--- config.mk ---
export PLATFORM = sky130hd
export DESIGN_NAME = ctrl_top
export DESIGN_NICKNAME = d
export VERILOG_FILES = /design/src/hw/ctrl_pkg.sv /design/src/hw/ctrl_fsm.sv /design/src/hw/hazard_unit.sv /design/src/hw/fwd_unit.sv /design/src/hw/ctrl_top.sv
export SDC_FILE = /design/constraint.sdc
export NUM_CORES = 1
export LEC_CHECK = 0
export BUFFER_PORTS_ARGS = -buffer_cell sky130_fd_sc_hd__buf_2
export CORE_ASPECT_RATIO = 0.5
export CORE_MARGIN = 2
export CORE_UTILIZATION = 25
export CTS_BUF_LIST = sky130_fd_sc_hd__clkbuf_2
export DETAILED_ROUTE_END_ITERATION = 8
export PLACE_DENSITY_LB_ADDON = 0.15
export SYNTH_ARGS = -nofsm -noshare
export SYNTH_HDL_FRONTEND = slang
export SYNTH_HIERARCHICAL = 1
export SYNTH_SLANG_ARGS = --single-unit
--- constraint.sdc ---
create_clock -name clk -period 2.3 [get_ports clk]
set_clock_uncertainty 0.05 [all_clocks]
set_input_delay 0.23 -clock clk [delete_from_list [all_inputs] [get_ports clk]]
set_output_delay 0.23 -clock clk [all_outputs]
set_load 0.05 [all_outputs]
--- src/hw/ctrl_pkg.sv ---
/*
 * shared definitions for the pipeline controller
 * width constants, PC / operand / jump select encodings, FSM states
 * packed structs for register hits, write enables, debug and exception
 */

package ctrl_pkg;

  //////////////////////
  // widths
  //////////////////////

  // operands tracked per instruction (A, B, C)
  localparam int unsigned MAX_OPS    = 3;
  // register file address width
  localparam int unsigned REG_ADDR_W = 5;

  //////////////////////
  // encodings
  //////////////////////

  // fetch unit PC source
  typedef enum logic [2:0] {
    PC_BOOT      = 3'b000,
    PC_JUMP      = 3'b010,
    PC_BRANCH    = 3'b011,
    PC_EXCEPTION = 3'b100,
    PC_ERET      = 3'b101,
    PC_DBG_NPC   = 3'b111
  } pc_mux_e;

  // operand source in ID
  typedef enum logic [1:0] {
    SEL_REGFILE = 2'b00,
    SEL_FW_EX   = 2'b01,
    SEL_FW_WB   = 2'b10
  } fw_sel_e;

  // jump kind reported by the decoder
  typedef enum logic [1:0] {
    BRANCH_NONE = 2'b00,
    BRANCH_JAL  = 2'b01,
    BRANCH_JALR = 2'b10,
    BRANCH_COND = 2'b11
  } jump_e;

  // controller FSM states
  typedef enum logic [3:0] {
    RESET,
    BOOT_SET,
    SLEEP,
    FIRST_FETCH,
    DECODE,
    FLUSH_EX,
    FLUSH_WB,
    DBG_SIGNAL,
    DBG_SIGNAL_SLEEP,
    DBG_WAIT,
    DBG_WAIT_BRANCH,
    DBG_WAIT_SLEEP
  } ctrl_state_e;

  //////////////////////
  // structs
  //////////////////////

  // bit 0 is operand A, bit 1 operand B, bit 2 operand C
  // a set bit means the destination (REG_ADDR_W wide) matches that source
  typedef struct packed {
    logic [MAX_OPS-1:0] ex_hit;
    logic [MAX_OPS-1:0] wb_hit;
    logic [MAX_OPS-1:0] alu_hit;
  } reg_hit_t;

  // pending register writes per stage
  typedef struct packed {
    logic we_ex;
    logic we_wb;
    logic we_alu;
  } reg_we_t;

  // debugger requests
  typedef struct packed {
    logic req;
    logic stall;
    logic jump_req;
  } dbg_req_t;

  // exception controller strobes
  typedef struct packed {
    logic ack;
    logic save_if;
    logic save_id;
    logic restore_id;
  } exc_ctrl_t;

  typedef struct packed {
    logic halt_if;
    logic halt_id;
  } halt_t;

  // one operand select per tracked operand, index 0 is operand A
  typedef fw_sel_e [MAX_OPS-1:0] fw_sel_vec_t;

endpackage

--- src/hw/ctrl_fsm.sv ---
/*
 * main controller FSM
 * reset / boot / sleep, decode with jump, branch, exception and eret redirects,
 * pipeline flush for WFI, debug halt and resume
 */

`timescale 1ns/100ps

module ctrl_fsm (
  input  logic                 clk,
  input  logic                 rst_n,

  input  logic                 fetch_enable_i,
  input  logic                 instr_valid_i,
  input  logic                 id_ready_i,
  input  logic                 ex_valid_i,

  // decoder
  input  logic                 eret_insn_i,
  input  logic                 pipe_flush_i,
  input  logic                 branch_taken_ex_i,
  input  ctrl_pkg::jump_e      jump_in_dec_i,
  input  ctrl_pkg::jump_e      jump_in_id_i,

  input  logic                 data_load_event_i,
  input  logic                 exc_req_i,
  input  ctrl_pkg::dbg_req_t   dbg_i,
  input  logic                 jr_stall_i,

  output logic                 instr_req_o,
  output logic                 ctrl_busy_o,
  output logic                 is_decoding_o,
  output logic                 pc_set_o,
  output ctrl_pkg::pc_mux_e    pc_mux_o,
  output ctrl_pkg::exc_ctrl_t  exc_o,
  output ctrl_pkg::halt_t      halt_o,
  output logic                 dbg_ack_o
);

  import ctrl_pkg::*;

  ctrl_state_e state_q, state_n;

  // jump guard, one redirect strobe per instruction in ID
  logic jump_done, jump_done_q;

  //////////////////////
  // next state / outputs
  //////////////////////

  always_comb
  begin
    instr_req_o   = 1'b1;
    ctrl_busy_o   = 1'b1;
    is_decoding_o = 1'b0;
    pc_set_o      = 1'b0;
    pc_mux_o      = PC_BOOT;
    exc_o         = '0;
    halt_o        = '0;
    dbg_ack_o     = 1'b0;
    jump_done     = jump_done_q;
    state_n       = state_q;

    unique case (state_q)
      RESET:
      begin
        // idle until the core is enabled
        instr_req_o = 1'b0;
        ctrl_busy_o = 1'b0;
        if (fetch_enable_i)
          state_n = BOOT_SET;
        else if (dbg_i.req)
          // debugger may attach before boot, NPC is not set yet
          state_n = DBG_SIGNAL;
      end

      BOOT_SET:
      begin
        // load boot address into the fetch unit
        pc_mux_o = PC_BOOT;
        pc_set_o = 1'b1;
        state_n  = FIRST_FETCH;
      end

      SLEEP:
      begin
        instr_req_o    = 1'b0;
        ctrl_busy_o    = 1'b0;
        halt_o.halt_if = 1'b1;
        halt_o.halt_id = 1'b1;
        // wake on enable or pending exception
        if (dbg_i.req)
          state_n = (fetch_enable_i || exc_req_i) ? DBG_SIGNAL : DBG_SIGNAL_SLEEP;
        else if (fetch_enable_i || exc_req_i)
          state_n = FIRST_FETCH;
      end

      FIRST_FETCH:
      begin
        // wait for the first instruction to reach ID
        if (id_ready_i && !dbg_i.stall)
          state_n = DECODE;
        // exception that woke us from sleep, pipeline is already empty
        if (exc_req_i)
        begin
          pc_mux_o      = PC_EXCEPTION;
          pc_set_o      = 1'b1;
          exc_o.ack     = 1'b1;
          exc_o.save_if = 1'b1;
        end
      end

      DECODE:
      begin
        // a taken branch in EX kills the instruction in ID
        if (instr_valid_i && !branch_taken_ex_i)
        begin
          is_decoding_o = 1'b1;

          if (jump_in_dec_i == BRANCH_JAL || jump_in_dec_i == BRANCH_JALR)
          begin
            // target known in ID, redirect once jr hazard is gone
            pc_mux_o = PC_JUMP;
            if (!jr_stall_i && !jump_done_q)
            begin
              pc_set_o  = 1'b1;
              jump_done = 1'b1;
            end
          end
          else if (exc_req_i)
          begin
            pc_mux_o       = PC_EXCEPTION;
            pc_set_o       = 1'b1;
            exc_o.ack      = 1'b1;
            exc_o.save_id  = 1'b1;
            // keep the ID instruction out of EX
            halt_o.halt_id = 1'b1;
          end

          if (eret_insn_i)
          begin
            pc_mux_o         = PC_ERET;
            exc_o.restore_id = 1'b1;
            if (!jump_done_q)
            begin
              pc_set_o  = 1'b1;
              jump_done = 1'b1;
            end
          end

          // WFI, or eret back into sleep, drains the pipeline
          if (pipe_flush_i || (eret_insn_i && !fetch_enable_i))
          begin
            halt_o.halt_if = 1'b1;
            halt_o.halt_id = 1'b1;
            state_n        = FLUSH_EX;
          end
          else if (dbg_i.req)
          begin
            halt_o.halt_if = 1'b1;
            // leave only once the ID instruction has moved on
            if (id_ready_i)
              state_n = (jump_in_id_i == BRANCH_COND) ? DBG_WAIT_BRANCH : DBG_SIGNAL;
            else if (data_load_event_i)
              // load event sits in EX and blocks ID
              state_n = DBG_SIGNAL;
          end
        end

        if (branch_taken_ex_i)
        begin
          pc_mux_o      = PC_BRANCH;
          pc_set_o      = 1'b1;
          is_decoding_o = 1'b0;
          if (dbg_i.req)
            state_n = DBG_SIGNAL;
        end
      end

      DBG_WAIT_BRANCH:
      begin
        // branch from ID resolves in EX this cycle
        halt_o.halt_if = 1'b1;
        if (branch_taken_ex_i)
        begin
          pc_mux_o = PC_BRANCH;
          pc_set_o = 1'b1;
        end
        state_n = DBG_SIGNAL;
      end

      DBG_SIGNAL:
      begin
        dbg_ack_o      = 1'b1;
        halt_o.halt_if = 1'b1;
        state_n        = DBG_WAIT;
      end

      DBG_SIGNAL_SLEEP:
      begin
        dbg_ack_o      = 1'b1;
        halt_o.halt_if = 1'b1;
        state_n        = DBG_WAIT_SLEEP;
      end

      DBG_WAIT:
      begin
        // debugger owns the core, may set a new NPC
        halt_o.halt_if = 1'b1;
        if (dbg_i.jump_req)
        begin
          pc_mux_o = PC_DBG_NPC;
          pc_set_o = 1'b1;
        end
        if (!dbg_i.stall)
          state_n = DECODE;
      end

      DBG_WAIT_SLEEP:
      begin
        halt_o.halt_if = 1'b1;
        // new NPC means the core resumes instead of sleeping
        if (dbg_i.jump_req)
        begin
          pc_mux_o = PC_DBG_NPC;
          pc_set_o = 1'b1;
          state_n  = DBG_WAIT;
        end
        if (!dbg_i.stall)
          state_n = SLEEP;
      end

      FLUSH_EX:
      begin
        // NOP into EX until the last instruction leaves
        halt_o.halt_if = 1'b1;
        halt_o.halt_id = 1'b1;
        if (ex_valid_i)
          state_n = FLUSH_WB;
      end

      FLUSH_WB:
      begin
        halt_o.halt_if = 1'b1;
        halt_o.halt_id = 1'b1;
        if (fetch_enable_i)
        begin
          if (dbg_i.req)
            state_n = DBG_SIGNAL;
          else
          begin
            halt_o.halt_if = 1'b0;
            state_n        = DECODE;
          end
        end
        else
          state_n = dbg_i.req ? DBG_SIGNAL_SLEEP : SLEEP;
      end

      default:
      begin
        instr_req_o = 1'b0;
        state_n     = RESET;
      end
    endcase
  end

  //////////////////////
  // registers
  //////////////////////

  always_ff @(posedge clk or negedge rst_n)
  begin
    if (!rst_n)
    begin
      state_q     <= RESET;
      jump_done_q <= 1'b0;
    end
    else
    begin
      state_q     <= state_n;
      // cleared as soon as ID accepts the next instruction
      jump_done_q <= jump_done & ~id_ready_i;
    end
  end

endmodule

--- src/hw/hazard_unit.sv ---
/*
 * hazard detection for the ID stage
 * load-use stall, jump-register stall, write-enable deassert
 */

`timescale 1ns/100ps

module hazard_unit #(
  parameter int unsigned NUM_OPS = 3
) (
  input  logic                is_decoding_i,
  input  logic                illegal_insn_i,
  input  logic                data_req_ex_i,
  input  ctrl_pkg::jump_e     jump_in_dec_i,
  input  ctrl_pkg::reg_we_t   reg_we_i,
  input  ctrl_pkg::reg_hit_t  reg_hit_i,

  output logic                load_stall_o,
  output logic                jr_stall_o,
  output logic                deassert_we_o
);

  import ctrl_pkg::*;

  // operands this core actually reads
  localparam logic [MAX_OPS-1:0] OP_MASK = {MAX_OPS{1'b1}} >> (MAX_OPS - NUM_OPS);

  logic [MAX_OPS-1:0] ex_hit_used;
  logic               jr_dep;

  assign ex_hit_used = reg_hit_i.ex_hit & OP_MASK;

  // load in EX writing a register read in ID
  assign load_stall_o = data_req_ex_i & reg_we_i.we_ex & (|ex_hit_used);

  // JALR target (operand A) still being produced somewhere down the pipe
  assign jr_dep = (reg_we_i.we_ex  & reg_hit_i.ex_hit[0]) |
                  (reg_we_i.we_wb  & reg_hit_i.wb_hit[0]) |
                  (reg_we_i.we_alu & reg_hit_i.alu_hit[0]);

  assign jr_stall_o = (jump_in_dec_i == BRANCH_JALR) & jr_dep;

  // no writes from instructions that are not decoded or must wait
  assign deassert_we_o = ~is_decoding_i | illegal_insn_i | load_stall_o | jr_stall_o;

endmodule

--- src/hw/fwd_unit.sv ---
/*
 * operand forwarding select for the ID stage
 * regfile by default, WB or EX/ALU forward on a hit, misaligned override
 */

`timescale 1ns/100ps

module fwd_unit #(
  parameter int unsigned NUM_OPS = 3
) (
  input  ctrl_pkg::reg_we_t     reg_we_i,
  input  ctrl_pkg::reg_hit_t    reg_hit_i,
  input  logic                  data_misaligned_i,

  output ctrl_pkg::fw_sel_vec_t fw_sel_o
);

  import ctrl_pkg::*;

  // hits on operands beyond NUM_OPS are ignored
  localparam logic [MAX_OPS-1:0] OP_MASK = {MAX_OPS{1'b1}} >> (MAX_OPS - NUM_OPS);

  always_comb
  begin
    for (int i = 0; i < MAX_OPS; i++)
    begin
      fw_sel_o[i] = SEL_REGFILE;
      if (OP_MASK[i])
      begin
        // WB result first, ALU result is younger and wins
        if (reg_we_i.we_wb && reg_hit_i.wb_hit[i])
          fw_sel_o[i] = SEL_FW_WB;
        if (reg_we_i.we_alu && reg_hit_i.alu_hit[i])
          fw_sel_o[i] = SEL_FW_EX;
      end
    end

    // second half of a misaligned access
    // address from EX on A, no offset from B
    if (data_misaligned_i)
    begin
      fw_sel_o[0] = SEL_FW_EX;
      fw_sel_o[1] = SEL_REGFILE;
    end
  end

endmodule

--- src/hw/ctrl_top.sv ---
/*
 * controller top level
 * FSM plus hazard and forwarding units
 */

`timescale 1ns/100ps

module ctrl_top #(
  parameter int unsigned NUM_OPS = 3
) (
  input  logic                  clk,
  input  logic                  rst_n,

  input  logic                  fetch_enable_i,
  input  logic                  instr_valid_i,
  input  logic                  id_ready_i,
  input  logic                  ex_valid_i,

  // decoder
  input  logic                  illegal_insn_i,
  input  logic                  eret_insn_i,
  input  logic                  pipe_flush_i,
  input  logic                  branch_taken_ex_i,
  input  ctrl_pkg::jump_e       jump_in_dec_i,
  input  ctrl_pkg::jump_e       jump_in_id_i,

  // LSU
  input  logic                  data_req_ex_i,
  input  logic                  data_misaligned_i,
  input  logic                  data_load_event_i,

  input  logic                  exc_req_i,
  input  ctrl_pkg::dbg_req_t    dbg_i,

  // register dependencies
  input  ctrl_pkg::reg_we_t     reg_we_i,
  input  ctrl_pkg::reg_hit_t    reg_hit_i,

  output logic                  instr_req_o,
  output logic                  ctrl_busy_o,
  output logic                  is_decoding_o,
  output logic                  pc_set_o,
  output ctrl_pkg::pc_mux_e     pc_mux_o,
  output ctrl_pkg::exc_ctrl_t   exc_o,
  output ctrl_pkg::halt_t       halt_o,
  output logic                  dbg_ack_o,
  output logic                  load_stall_o,
  output logic                  jr_stall_o,
  output logic                  deassert_we_o,
  output ctrl_pkg::fw_sel_vec_t fw_sel_o
);

  // jr_stall_o feeds back into the FSM to hold off the jump redirect
  ctrl_fsm u_fsm (
    .clk               (clk),
    .rst_n             (rst_n),
    .fetch_enable_i    (fetch_enable_i),
    .instr_valid_i     (instr_valid_i),
    .id_ready_i        (id_ready_i),
    .ex_valid_i        (ex_valid_i),
    .eret_insn_i       (eret_insn_i),
    .pipe_flush_i      (pipe_flush_i),
    .branch_taken_ex_i (branch_taken_ex_i),
    .jump_in_dec_i     (jump_in_dec_i),
    .jump_in_id_i      (jump_in_id_i),
    .data_load_event_i (data_load_event_i),
    .exc_req_i         (exc_req_i),
    .dbg_i             (dbg_i),
    .jr_stall_i        (jr_stall_o),
    .instr_req_o       (instr_req_o),
    .ctrl_busy_o       (ctrl_busy_o),
    .is_decoding_o     (is_decoding_o),
    .pc_set_o          (pc_set_o),
    .pc_mux_o          (pc_mux_o),
    .exc_o             (exc_o),
    .halt_o            (halt_o),
    .dbg_ack_o         (dbg_ack_o)
  );

  hazard_unit #(
    .NUM_OPS (NUM_OPS)
  ) u_hazard (
    .is_decoding_i  (is_decoding_o),
    .illegal_insn_i (illegal_insn_i),
    .data_req_ex_i  (data_req_ex_i),
    .jump_in_dec_i  (jump_in_dec_i),
    .reg_we_i       (reg_we_i),
    .reg_hit_i      (reg_hit_i),
    .load_stall_o   (load_stall_o),
    .jr_stall_o     (jr_stall_o),
    .deassert_we_o  (deassert_we_o)
  );

  fwd_unit #(
    .NUM_OPS (NUM_OPS)
  ) u_fwd (
    .reg_we_i          (reg_we_i),
    .reg_hit_i         (reg_hit_i),
    .data_misaligned_i (data_misaligned_i),
    .fw_sel_o          (fw_sel_o)
  );

endmodule

==> flow_metrics.env, run 1 <==
export IMPL_totalPowerFinal_mw=1.62
export IMPL_areaGrowthSynthToFinish_pct=32.4
export IMPL_die_area_mm2=0.00484
export IMPL_synth_async_sr_flop_share_pct=100
export IMPL_r2r_start="u_fsm/state_q[2]"
export IMPL_place_detailed_hpwl_um=2880
export IMPL_post_synth_top_area_fraction_pct=11.7
export IMPL_cts_num_sinks=5
export IMPL_rsz0062_at_grt="no"
export IMPL_worst_hold_path_type="in2reg"
export IMPL_io_pins=56
export IMPL_slew_violations=0
export IMPL_area_of_the_multi_input_gates_um2=832
export IMPL_worst_setup_path_endpoint="pc_mux_o[2]"
export IMPL_route_detailed_vias_per_inst=5.07
export IMPL_cts_tree="done"
export IMPL_netlist_cell_type_count=56
export IMPL_min_period_over_period_pct=90.9
export IMPL_cts_buffer_depth=2
export IMPL_syn_mean_instance_area_um2=7.08
export IMPL_fillerInstances=442
export IMPL_wl_per_cell_um=13.6
export IMPL_synth_warnings=6
export IMPL_power_static_leakage_nw=0.671
export IMPL_groute_usage_overall_pct=14.8
export IMPL_synth_seq_area_share_pct=11.7
export IMPL_netlist_area_mm2=0.00107
export IMPL_status="completed"
export IMPL_number_of_buffer_and_inverter_stages_on_the_critical_path=2
export IMPL_fin_area_mm2=0.00142
export IMPL_num_nets_final=245
export IMPL_place_port_buffers=55
export IMPL_synth_edff_count=0
export IMPL_critical_path_startpoint="u_fsm/state_q[1]"
export IMPL_grt_start_max_net_pins=17
export IMPL_fmaxAchievable_mhz=478
export IMPL_row_count=16
export IMPL_first_global_vias=1221
export IMPL_critical_path_cell_chain="nor3_4 -> nand2_2 -> inv_2 -> a21oi_2 -> o221ai_2 -> buf_2"
export IMPL_setup_worst_path_start_class="flop"
export IMPL_max_slew_worst_pin_slew_ns=0.479
export IMPL_grt_remaining_overflow=0
export IMPL_die_height_um=50.2
export IMPL_max_vdd_ir_drop_mv=0.365
export IMPL_critical_path_arrival_ns=1.81
export IMPL_detail_route_wirelength_um=3540
export IMPL_length_of_the_first_detailed_routing_pass_in_iterations=4
export IMPL_clk_transition_reported_paths_ns=0.06
export IMPL_global_route_wire_length_before_repair_um=5660
export IMPL_gp_congestion=0.875
export IMPL_worst_r2r_setup_slack_ns=0.58
export IMPL_dpl_cell_area_mm2=0.00138
export IMPL_crit_path_end_kind="output port"
export IMPL_setup_viol=0
export IMPL_postSynthNetCount=188
export IMPL_post_route_drc_violation_count=0
export IMPL_post_synth_inst_count=151
export IMPL_yosysTopAreaCell="sky130_fd_sc_hd__dfrtp_1"
export IMPL_cts_setup_buffers=0
export IMPL_path_delay_family="flip-flops"
export IMPL_critPathKind="reg2out"
export IMPL_slew_headroom_pct=68.1
export IMPL_insertedDiodeCount=0
export IMPL_ctsRootBufferMaster="sky130_fd_sc_hd__clkbuf_2"
export IMPL_first_iter_violations=91
export IMPL_drive_gt1_share_pct=42.0
export IMPL_hp_start="ex_valid_i"
export IMPL_cp_data_required_time_ns=2.02
export IMPL_timing_max_cap_violations=0
export IMPL_routed_via_count=1322
export IMPL_top_ff_cell_synth="sky130_fd_sc_hd__dfrtp_1"
export IMPL_cellPowerDensity_mw_per_mm2=1150
export IMPL_critPathMaxStageDelay_ns=0.52
export IMPL_number_of_antenna_violations_at_the_first_check_in_global_routing=0
export IMPL_clkLatencyLatePin_ns=0.22
export IMPL_worstRegToRegCells=6
export IMPL_crit_reg2reg_capture="u_fsm/state_q[3]"
export IMPL_cp_num_cells=6
export IMPL_floorplan_initialDensity_pct=26.7
export IMPL_die_width_um=96.5
export IMPL_finalSetupTns_ns=0
export IMPL_postSynthRegisterBits=5
export IMPL_critPathMaxFanout=16
export IMPL_yosys_top_cells_area="sky130_fd_sc_hd__dfrtp_1 12%, sky130_fd_sc_hd__nand2_1 5.6%, sky130_fd_sc_hd__a21oi_1 4.7%, sky130_fd_sc_hd__ha_1 4.7%, sky130_fd_sc_hd__nor3_1 4.7%"
export IMPL_hold_viol=0
export IMPL_antenna_violating_nets_post_route=0
export IMPL_period_needed_ns=2.09
export IMPL_crit_slowest_cell="sky130_fd_sc_hd__dfrtp_2"
export IMPL_fp_coreArea_mm2=0.00400
export IMPL_seqCellArea_um2=128
export IMPL_cts_buffers=3
export IMPL_htree_num_levels=1
-- per-stage QoR --
stage / setup WS, ns / utilization (%) / instances / hold WS [ns]
after floorplan: 0.0976 / - / 151 / -0.116
after global placement: 0.367 / 34.5 / 256 / 0.00329
after detailed placement: 0.348 / 34.5 / 256 / 0.00715
after CTS: 0.114 / 35.3 / 261 / 0.224
after global routing: 0.0649 / 35.3 / 261 / 0.235
final: 0.209 / 35.3 / 261 / 0.242
-- report_power, final --
| group | leakage, nW | internal (mW) | switching, mW | total (mW) |
|---|---|---|---|---|
| sequential | 0.0610 | 0.126 | 0.108 | 0.235 |
| combinational | 0.594 | 0.424 | 0.880 | 1.30 |
| clock | 0.0166 | 0.0461 | 0.0380 | 0.0841 |
| total | 0.671 | 0.596 | 1.03 | 1.62 |
-- repair_timing --
action,CTS,global route
setup endpoints to repair,0,1
endpoints found under the hold margin,5,0
hold buffers,1,0
resized for setup,0,2
-- layout make-up --
cell class                      instances  area share [%]
Timing Repair Buffer                   61            22.8
Tap cell                               54            4.77
Multi-Input combinational cell        125            58.8
Inverter                               12            3.18
Sequential cell                         5            9.02
Clock buffer                            4            1.41
-- worst register-to-register path: stages (launching register included) --
cell,delay [ns]
sky130_fd_sc_hd__dfrtp_1,0.46
sky130_fd_sc_hd__buf_4,0.25
sky130_fd_sc_hd__or2b_1,0.13
sky130_fd_sc_hd__o22ai_1,0.08
sky130_fd_sc_hd__a31oi_2,0.31
sky130_fd_sc_hd__nand3_2,0.16
sky130_fd_sc_hd__o32ai_1,0.17
-- kinds of logic (layout without fill, tap and decap cells) --
family,Yosys count,after routing,share of synthesized area [%]
compound gates,53,53,35.8
xor+xnor,2,2,1.64
fa+ha+maj,4,4,4.68
buf+inv,21,77,11.5
flops,5,5,11.7
mux,1,1,1.05
simple gates,65,65,33.6
-- flip-flops by register name (all words and copies together) (netlist names) --
signal and count:
u_fsm/state_q 4, u_fsm/jump_done_q 1
-- routing by layer --
| layer | global-route usage (%) | wire, um |
|---|---|---|
| met5 | 0 | 0 |
| met4 | 3.29 | 26 |
| met3 | 3.15 | 207 |
| met2 | 24.3 | 1580 |
| met1 | 20.0 | 1730 |
-- cell usage in the layout (no fill, tap or decap), types with 2 or more instances in the layout --
master	count
sky130_fd_sc_hd__nand2_1	16
sky130_fd_sc_hd__nand3_1	4
sky130_fd_sc_hd__a21oi_1	10
sky130_fd_sc_hd__o22ai_1	3
sky130_fd_sc_hd__dfrtp_2	2
sky130_fd_sc_hd__clkbuf_2	4
sky130_fd_sc_hd__dfrtp_1	3
sky130_fd_sc_hd__xnor2_1	2
sky130_fd_sc_hd__buf_2	55
sky130_fd_sc_hd__nand2b_1	3
sky130_fd_sc_hd__nor2b_1	4
sky130_fd_sc_hd__nor3_1	9
sky130_fd_sc_hd__o311ai_1	3
sky130_fd_sc_hd__o21ai_1	6
sky130_fd_sc_hd__inv_2	4
sky130_fd_sc_hd__a41oi_1	3
sky130_fd_sc_hd__ha_1	4
sky130_fd_sc_hd__nor3_2	2
sky130_fd_sc_hd__inv_1	8
sky130_fd_sc_hd__a21oi_2	2
sky130_fd_sc_hd__o211a_1	2
sky130_fd_sc_hd__nor2_1	11
sky130_fd_sc_hd__buf_4	5
sky130_fd_sc_hd__o21ai_0	7
-- synthesized netlist by cell type, types with 4 or more instances --
cell type                 count
sky130_fd_sc_hd__nand2_1     16
sky130_fd_sc_hd__nor2_1      11
sky130_fd_sc_hd__a21oi_1     10
sky130_fd_sc_hd__nor3_1      10
sky130_fd_sc_hd__inv_1        8
sky130_fd_sc_hd__o21ai_0      7
sky130_fd_sc_hd__o21ai_1      6
sky130_fd_sc_hd__dfrtp_1      5
sky130_fd_sc_hd__buf_6        4
sky130_fd_sc_hd__ha_1         4
sky130_fd_sc_hd__inv_2        4
sky130_fd_sc_hd__nand3_1      4
sky130_fd_sc_hd__nor2b_1      4
-- how the worst min path moves through the flow --
stage,end,depth (start not counted)
4_1_cts,u_fsm/state_q[2],3
2_1_floorplan,u_fsm/jump_done_q,0
5_1_grt,u_fsm/jump_done_q,2
3_5_place_dp,u_fsm/jump_done_q,1
6_report,u_fsm/state_q[2],3
3_3_place_gp,u_fsm/jump_done_q,1
(Power assumes the default switching activity.)
==> inputs of run 2 (changes only) <==
==> constraint.sdc (replaced) <==
create_clock -name clk -period 2.3 [get_ports clk]
set_clock_uncertainty 0.05 [all_clocks]
set_input_delay 0.115 -clock clk [delete_from_list [all_inputs] [get_ports clk]]
set_output_delay 0.115 -clock clk [all_outputs]
set_load 0.05 [all_outputs]
==> run 2 against run 1 <==
Clock power down 4.2%. Die area unchanged. Global-route usage down 0.81 points. Sequential share of layout area rose by 0.13 points. Combinational power shrank 5%. Non-clock buffer count fell by 2. Largest cell class unchanged. Largest power group unchanged.
==> flow_metrics.env, run 2 (same netlist as run 1, synthesis figures left out) <==
export IMPL_route_detailed_vias_per_inst=5.10
export IMPL_place_port_buffers=55
export IMPL_io_pins=56
export IMPL_status="completed"
export IMPL_ctsRootBufferMaster="sky130_fd_sc_hd__clkbuf_2"
export IMPL_period_needed_ns=2.07
export IMPL_rsz0062_at_grt="no"
export IMPL_global_route_wire_length_before_repair_um=5380
export IMPL_grt_start_max_net_pins=22
export IMPL_min_to="u_fsm/jump_done_q"
export IMPL_routed_via_count=1320
export IMPL_hp_start="id_ready_i"
export IMPL_layout_common_cells="55 x sky130_fd_sc_hd__buf_2, 16 x sky130_fd_sc_hd__nand2_1, 11 x sky130_fd_sc_hd__nor2_1"
export IMPL_first_iter_violations=92
export IMPL_detail_route_wirelength_um=3350
export IMPL_crit_path_end_kind="output port"
export IMPL_antenna_violating_nets_post_route=0
export IMPL_clk_transition_reported_paths_ns=0.05
export IMPL_layout_commonest_cell="sky130_fd_sc_hd__buf_2"
export IMPL_finalSetupTns_ns=0
export IMPL_fp_coreArea_mm2=0.00400
export IMPL_critical_path_startpoint="u_fsm/state_q[3]"
export IMPL_length_of_the_first_detailed_routing_pass_in_iterations=4
export IMPL_critPathMaxFanout=8
export IMPL_post_route_drc_violation_count=0
export IMPL_die_area_mm2=0.00484
export IMPL_largest_register_ffs=4
export IMPL_clkLatencyLatePin_ns=0.21
export IMPL_fmaxAchievable_mhz=483
export IMPL_critPathKind="reg2out"
export IMPL_number_of_antenna_violations_at_the_first_check_in_global_routing=0
export IMPL_drive_gt1_share_pct=41.0
export IMPL_num_nets_final=243
export IMPL_first_global_vias=1142
export IMPL_insertedDiodeCount=0
export IMPL_gp_congestion=0.816
export IMPL_power_static_leakage_nw=0.660
export IMPL_worst_r2r_setup_slack_ns=0.61
export IMPL_areaGrowthSynthToFinish_pct=30.6
export IMPL_placedCellCount=254
export IMPL_final_cell_count_no_fill=259
export IMPL_cts_setup_buffers=0
export IMPL_critical_path_arrival_ns=1.90
export IMPL_htree_num_levels=1
export IMPL_setup_worst_path_start_class="flop"
export IMPL_crit_reg2reg_capture="u_fsm/state_q[1]"
export IMPL_timing_max_cap_violations=0
export IMPL_grt_remaining_overflow=0
export IMPL_max_vdd_ir_drop_mv=0.301
export IMPL_worst_hold_path_type="in2reg"
export IMPL_top_registers="u_fsm/state_q (4), u_fsm/jump_done_q (1)"
export IMPL_worstHoldPathCells=2
export IMPL_die_width_um=96.5
export IMPL_worstRegToRegCells=5
export IMPL_setup_viol=0
export IMPL_die_height_um=50.2
export IMPL_cts_num_sinks=5
export IMPL_floorplan_initialDensity_pct=26.7
export IMPL_cp_data_required_time_ns=2.13
export IMPL_slew_violations=0
export IMPL_cellPowerDensity_mw_per_mm2=1140
export IMPL_cts_tree="done"
export IMPL_wl_per_cell_um=12.9
export IMPL_slew_headroom_pct=73.0
export IMPL_r2r_start="u_fsm/state_q[1]"
export IMPL_registers_top_by_ff_count="u_fsm/state_q"
export IMPL_place_detailed_hpwl_um=2710
export IMPL_hold_viol=0
export IMPL_cts_buffers=3
export IMPL_min_period_over_period_pct=90.0
export IMPL_cts_buffer_depth=2
export IMPL_groute_usage_overall_pct=14.0
export IMPL_row_count=16
export IMPL_max_slew_worst_pin_slew_ns=0.402
## run 2: power by group
group	leakage, nW	switching, mW	internal (mW)	total, mW
combinational	0.583	0.835	0.407	1.24
sequential	0.0610	0.137	0.126	0.262
clock	0.0166	0.0346	0.0460	0.0806
## run 2: worst max-delay path by stage
stage	end	slack (ns)	cells past startpoint
6_report	pc_mux_o[2]	0.23	7
5_1_grt	pc_mux_o[2]	0.07	7
4_1_cts	pc_mux_o[2]	0.11	6
3_5_place_dp	pc_mux_o[2]	0.36	6
3_3_place_gp	pc_mux_o[2]	0.35	6
2_1_floorplan	pc_set_o	0.09	6
## run 2: final cells by class
| type | instances | area [um2] |
|---|---|---|
| inverter | 12 | 45.0 |
| fill | 447 | 2610 |
| multi-input combinational | 125 | 827 |
| tap | 54 | 67.6 |
| clock buffer | 4 | 20.0 |
| sequential | 5 | 128 |
| timing repair buffer | 59 | 308 |
## run 2: repair_timing
action / in CTS / in global routing
resized for setup: 0 / 2
endpoints found under the hold margin: 5 / 0
setup endpoints to repair: 0 / 4
hold buffers: 1 / 0
## run 2: per-layer routing
layer,wire length [um],GRT usage [%],share of wire (%)
met4,15,4.23,0.45
met3,276,1.05,8.2
met5,0,0,0
met2,1460,21.3,44
met1,1600,21.0,48
## run 2: worst max-delay path: stages, from the launching register on
cell and delay [ns]:
sky130_fd_sc_hd__dfrtp_1 0.48, sky130_fd_sc_hd__nand2b_4 0.23, sky130_fd_sc_hd__nor3_4 0.21, sky130_fd_sc_hd__nand2_2 0.13, sky130_fd_sc_hd__inv_2 0.11, sky130_fd_sc_hd__a21oi_2 0.08
sky130_fd_sc_hd__o221ai_2 0.16, sky130_fd_sc_hd__buf_2 0.29
## run 2: per-stage QoR
step           cell area, um2  utilization [%]  worst slack (ns)  hold slack (ns)  total power, mW
2_1_floorplan            1070                -            0.0935           -0.231             1.28
3_3_place_gp             1360             34.0             0.348           -0.115             1.51
3_5_place_dp             1360             34.0             0.363           -0.118             1.50
4_1_cts                  1390             34.8             0.112            0.116             1.59
5_1_grt                  1400             34.8            0.0741            0.113             1.73
6_report                 1400             34.8             0.231            0.131             1.58
==> inputs of run 3 (changes only) <==
Settings changed: CORE_ASPECT_RATIO 0.5 to default, CORE_UTILIZATION 25 to 44.
==> run 3 against run 2 <==
Cell area shrank 2.5%. Sequential share of layout area rose by 0.052 points. Cell count fell by 10%. Via count up 4.7%. Wire length shrank 1.2%. Global-route usage rose by 11 points. Register-to-register slack lost 0.23 ns. First-iteration DRC count down 58%.
==> flow_metrics.env, run 3 (same netlist as run 1, synthesis figures left out) <==
export IMPL_status="completed"
export IMPL_ctsRootBufferMaster="sky130_fd_sc_hd__clkbuf_2"
export IMPL_first_global_vias=1238
export IMPL_cp_data_required_time_ns=2.13
export IMPL_critPathMaxFanout=20
export IMPL_cts_buffers=3
export IMPL_cts_buffer_depth=2
export IMPL_min_period_over_period_pct=93.6
export IMPL_critical_path_arrival_ns=1.99
export IMPL_rsz0062_at_grt="no"
export IMPL_cts_setup_buffers=0
export IMPL_max_vdd_ir_drop_mv=0.696
export IMPL_worstHoldPathCells=2
export IMPL_worst_r2r_setup_slack_ns=0.38
export IMPL_cts_num_sinks=5
export IMPL_htree_num_levels=1
export IMPL_worstRegToRegCells=5
export IMPL_timing_max_cap_violations=0
export IMPL_hp_start="id_ready_i"
export IMPL_worst_hold_path_type="in2reg"
export IMPL_row_count=17
export IMPL_areaGrowthSynthToFinish_pct=27.3
export IMPL_first_iter_violations=39
export IMPL_max_slew_worst_pin_slew_ns=0.692
export IMPL_setup_viol=0
export IMPL_crit_reg2reg_capture="u_fsm/state_q[1]"
export IMPL_layout_commonest_cell="sky130_fd_sc_hd__buf_2"
export IMPL_grt_start_max_net_pins=21
export IMPL_die_height_um=53.3
export IMPL_registers_top_by_ff_count="u_fsm/state_q"
export IMPL_cellPowerDensity_mw_per_mm2=1160
export IMPL_cts_hold_fix_buffers=1
export IMPL_fp_coreArea_mm2=0.00225
export IMPL_post_cts_resized=0
export IMPL_slew_violations=0
export IMPL_grt_remaining_overflow=0
export IMPL_die_area_mm2=0.00284
export IMPL_post_route_drc_violation_count=0
export IMPL_period_needed_ns=2.15
export IMPL_largest_register_ffs=4
export IMPL_number_of_antenna_violations_at_the_first_check_in_global_routing=0
export IMPL_worst_setup_path_endpoint="pc_mux_o[2]"
export IMPL_global_route_wire_length_before_repair_um=5350
export IMPL_crit_path_end_kind="output port"
export IMPL_top_registers="u_fsm/state_q (4), u_fsm/jump_done_q (1)"
export IMPL_floorplan_initialDensity_pct=47.4
export IMPL_routed_via_count=1382
export IMPL_critPathKind="reg2out"
export IMPL_io_pins=56
export IMPL_setup_worst_path_start_class="flop"
export IMPL_drive_gt1_share_pct=40.0
export IMPL_gp_congestion=0.956
export IMPL_layout_common_cells="55 x sky130_fd_sc_hd__buf_2, 16 x sky130_fd_sc_hd__nand2_1, 11 x sky130_fd_sc_hd__nor2_1"
export IMPL_num_nets_final=243
export IMPL_critical_path_startpoint="u_fsm/state_q[1]"
export IMPL_insertedDiodeCount=0
export IMPL_detail_route_wirelength_um=3310
export IMPL_slew_headroom_pct=53.9
export IMPL_wl_per_cell_um=14.2
export IMPL_fmaxAchievable_mhz=465
export IMPL_r2r_start="u_fsm/state_q[1]"
export IMPL_hold_viol=0
export IMPL_length_of_the_first_detailed_routing_pass_in_iterations=4
export IMPL_finalSetupTns_ns=0
export IMPL_antenna_violating_nets_post_route=0
export IMPL_groute_usage_overall_pct=24.5
export IMPL_place_ws_ns=0.423
export IMPL_cts_tree="done"
export IMPL_clk_transition_reported_paths_ns=0.07
export IMPL_clkLatencyLatePin_ns=0.21
export IMPL_place_detailed_hpwl_um=2670
export IMPL_final_critical_path_setup_slack_ns=0.148
export IMPL_route_detailed_vias_per_inst=5.93
export IMPL_power_static_leakage_nw=0.662
export IMPL_place_port_buffers=55
export IMPL_die_width_um=53.3
run 3: cell types whose count changed in the layout (fill, tap and decap cells not counted):
cell,change
sky130_fd_sc_hd__dfrtp_1,+2
sky130_fd_sc_hd__dfrtp_2,-2
run 3: per-layer routing:
metal	global-route usage, %	vias up	wire length, um
met4	6.84	0	34
li1	-	668	-
met2	45.1	69	1670
met1	29.4	639	1340
met5	0	-	0
met3	2.82	6	270
run 3: cell type report:
class	count	area, um2
Fill cell	232	895
Inverter	12	45.0
Sequential cell	5	125
Timing Repair Buffer	59	308
Tap cell	28	35.0
Clock buffer	4	20.0
Multi-Input combinational cell	125	827
run 3: where the power goes:
group | total (mW) | switching [mW] | leakage, nW | internal, mW
logic | 1.22 | 0.816 | 0.583 | 0.408
clock network | 0.0845 | 0.0383 | 0.0166 | 0.0462
registers | 0.269 | 0.149 | 0.0629 | 0.121
total | 1.58 | 1.00 | 0.662 | 0.575
run 3: how the worst min path moves through the flow:
stage	to	slack [ns]
2_1_floorplan	u_fsm/jump_done_q	-0.23
3_3_place_gp	u_fsm/jump_done_q	-0.11
3_5_place_dp	u_fsm/jump_done_q	-0.11
4_1_cts	u_fsm/jump_done_q	0.09
5_1_grt	u_fsm/jump_done_q	0.12
6_report	u_fsm/jump_done_q	0.11
run 3: metrics by stage:
step / instance area (um2) / power [mW] / std cells / hold slack [ns] / util (%)
after floorplan: 1070 / 1.28 / 151 / -0.231 / -
after global placement: 1330 / 1.47 / 228 / -0.113 / 59.0
after detailed placement: 1330 / 1.47 / 228 / -0.113 / 59.0
after CTS: 1360 / 1.56 / 233 / 0.0927 / 60.3
after global routing: 1360 / 1.70 / 233 / 0.116 / 60.3
final: 1360 / 1.58 / 233 / 0.105 / 60.3
run 3: critical path, stage by stage, from the launching register on:
cell and delay (ns):
sky130_fd_sc_hd__dfrtp_1 0.64, sky130_fd_sc_hd__nor3_4 0.38, sky130_fd_sc_hd__nand2_2 0.13, sky130_fd_sc_hd__inv_2 0.10, sky130_fd_sc_hd__a21oi_2 0.07, sky130_fd_sc_hd__o221ai_2 0.16
sky130_fd_sc_hd__buf_2 0.29
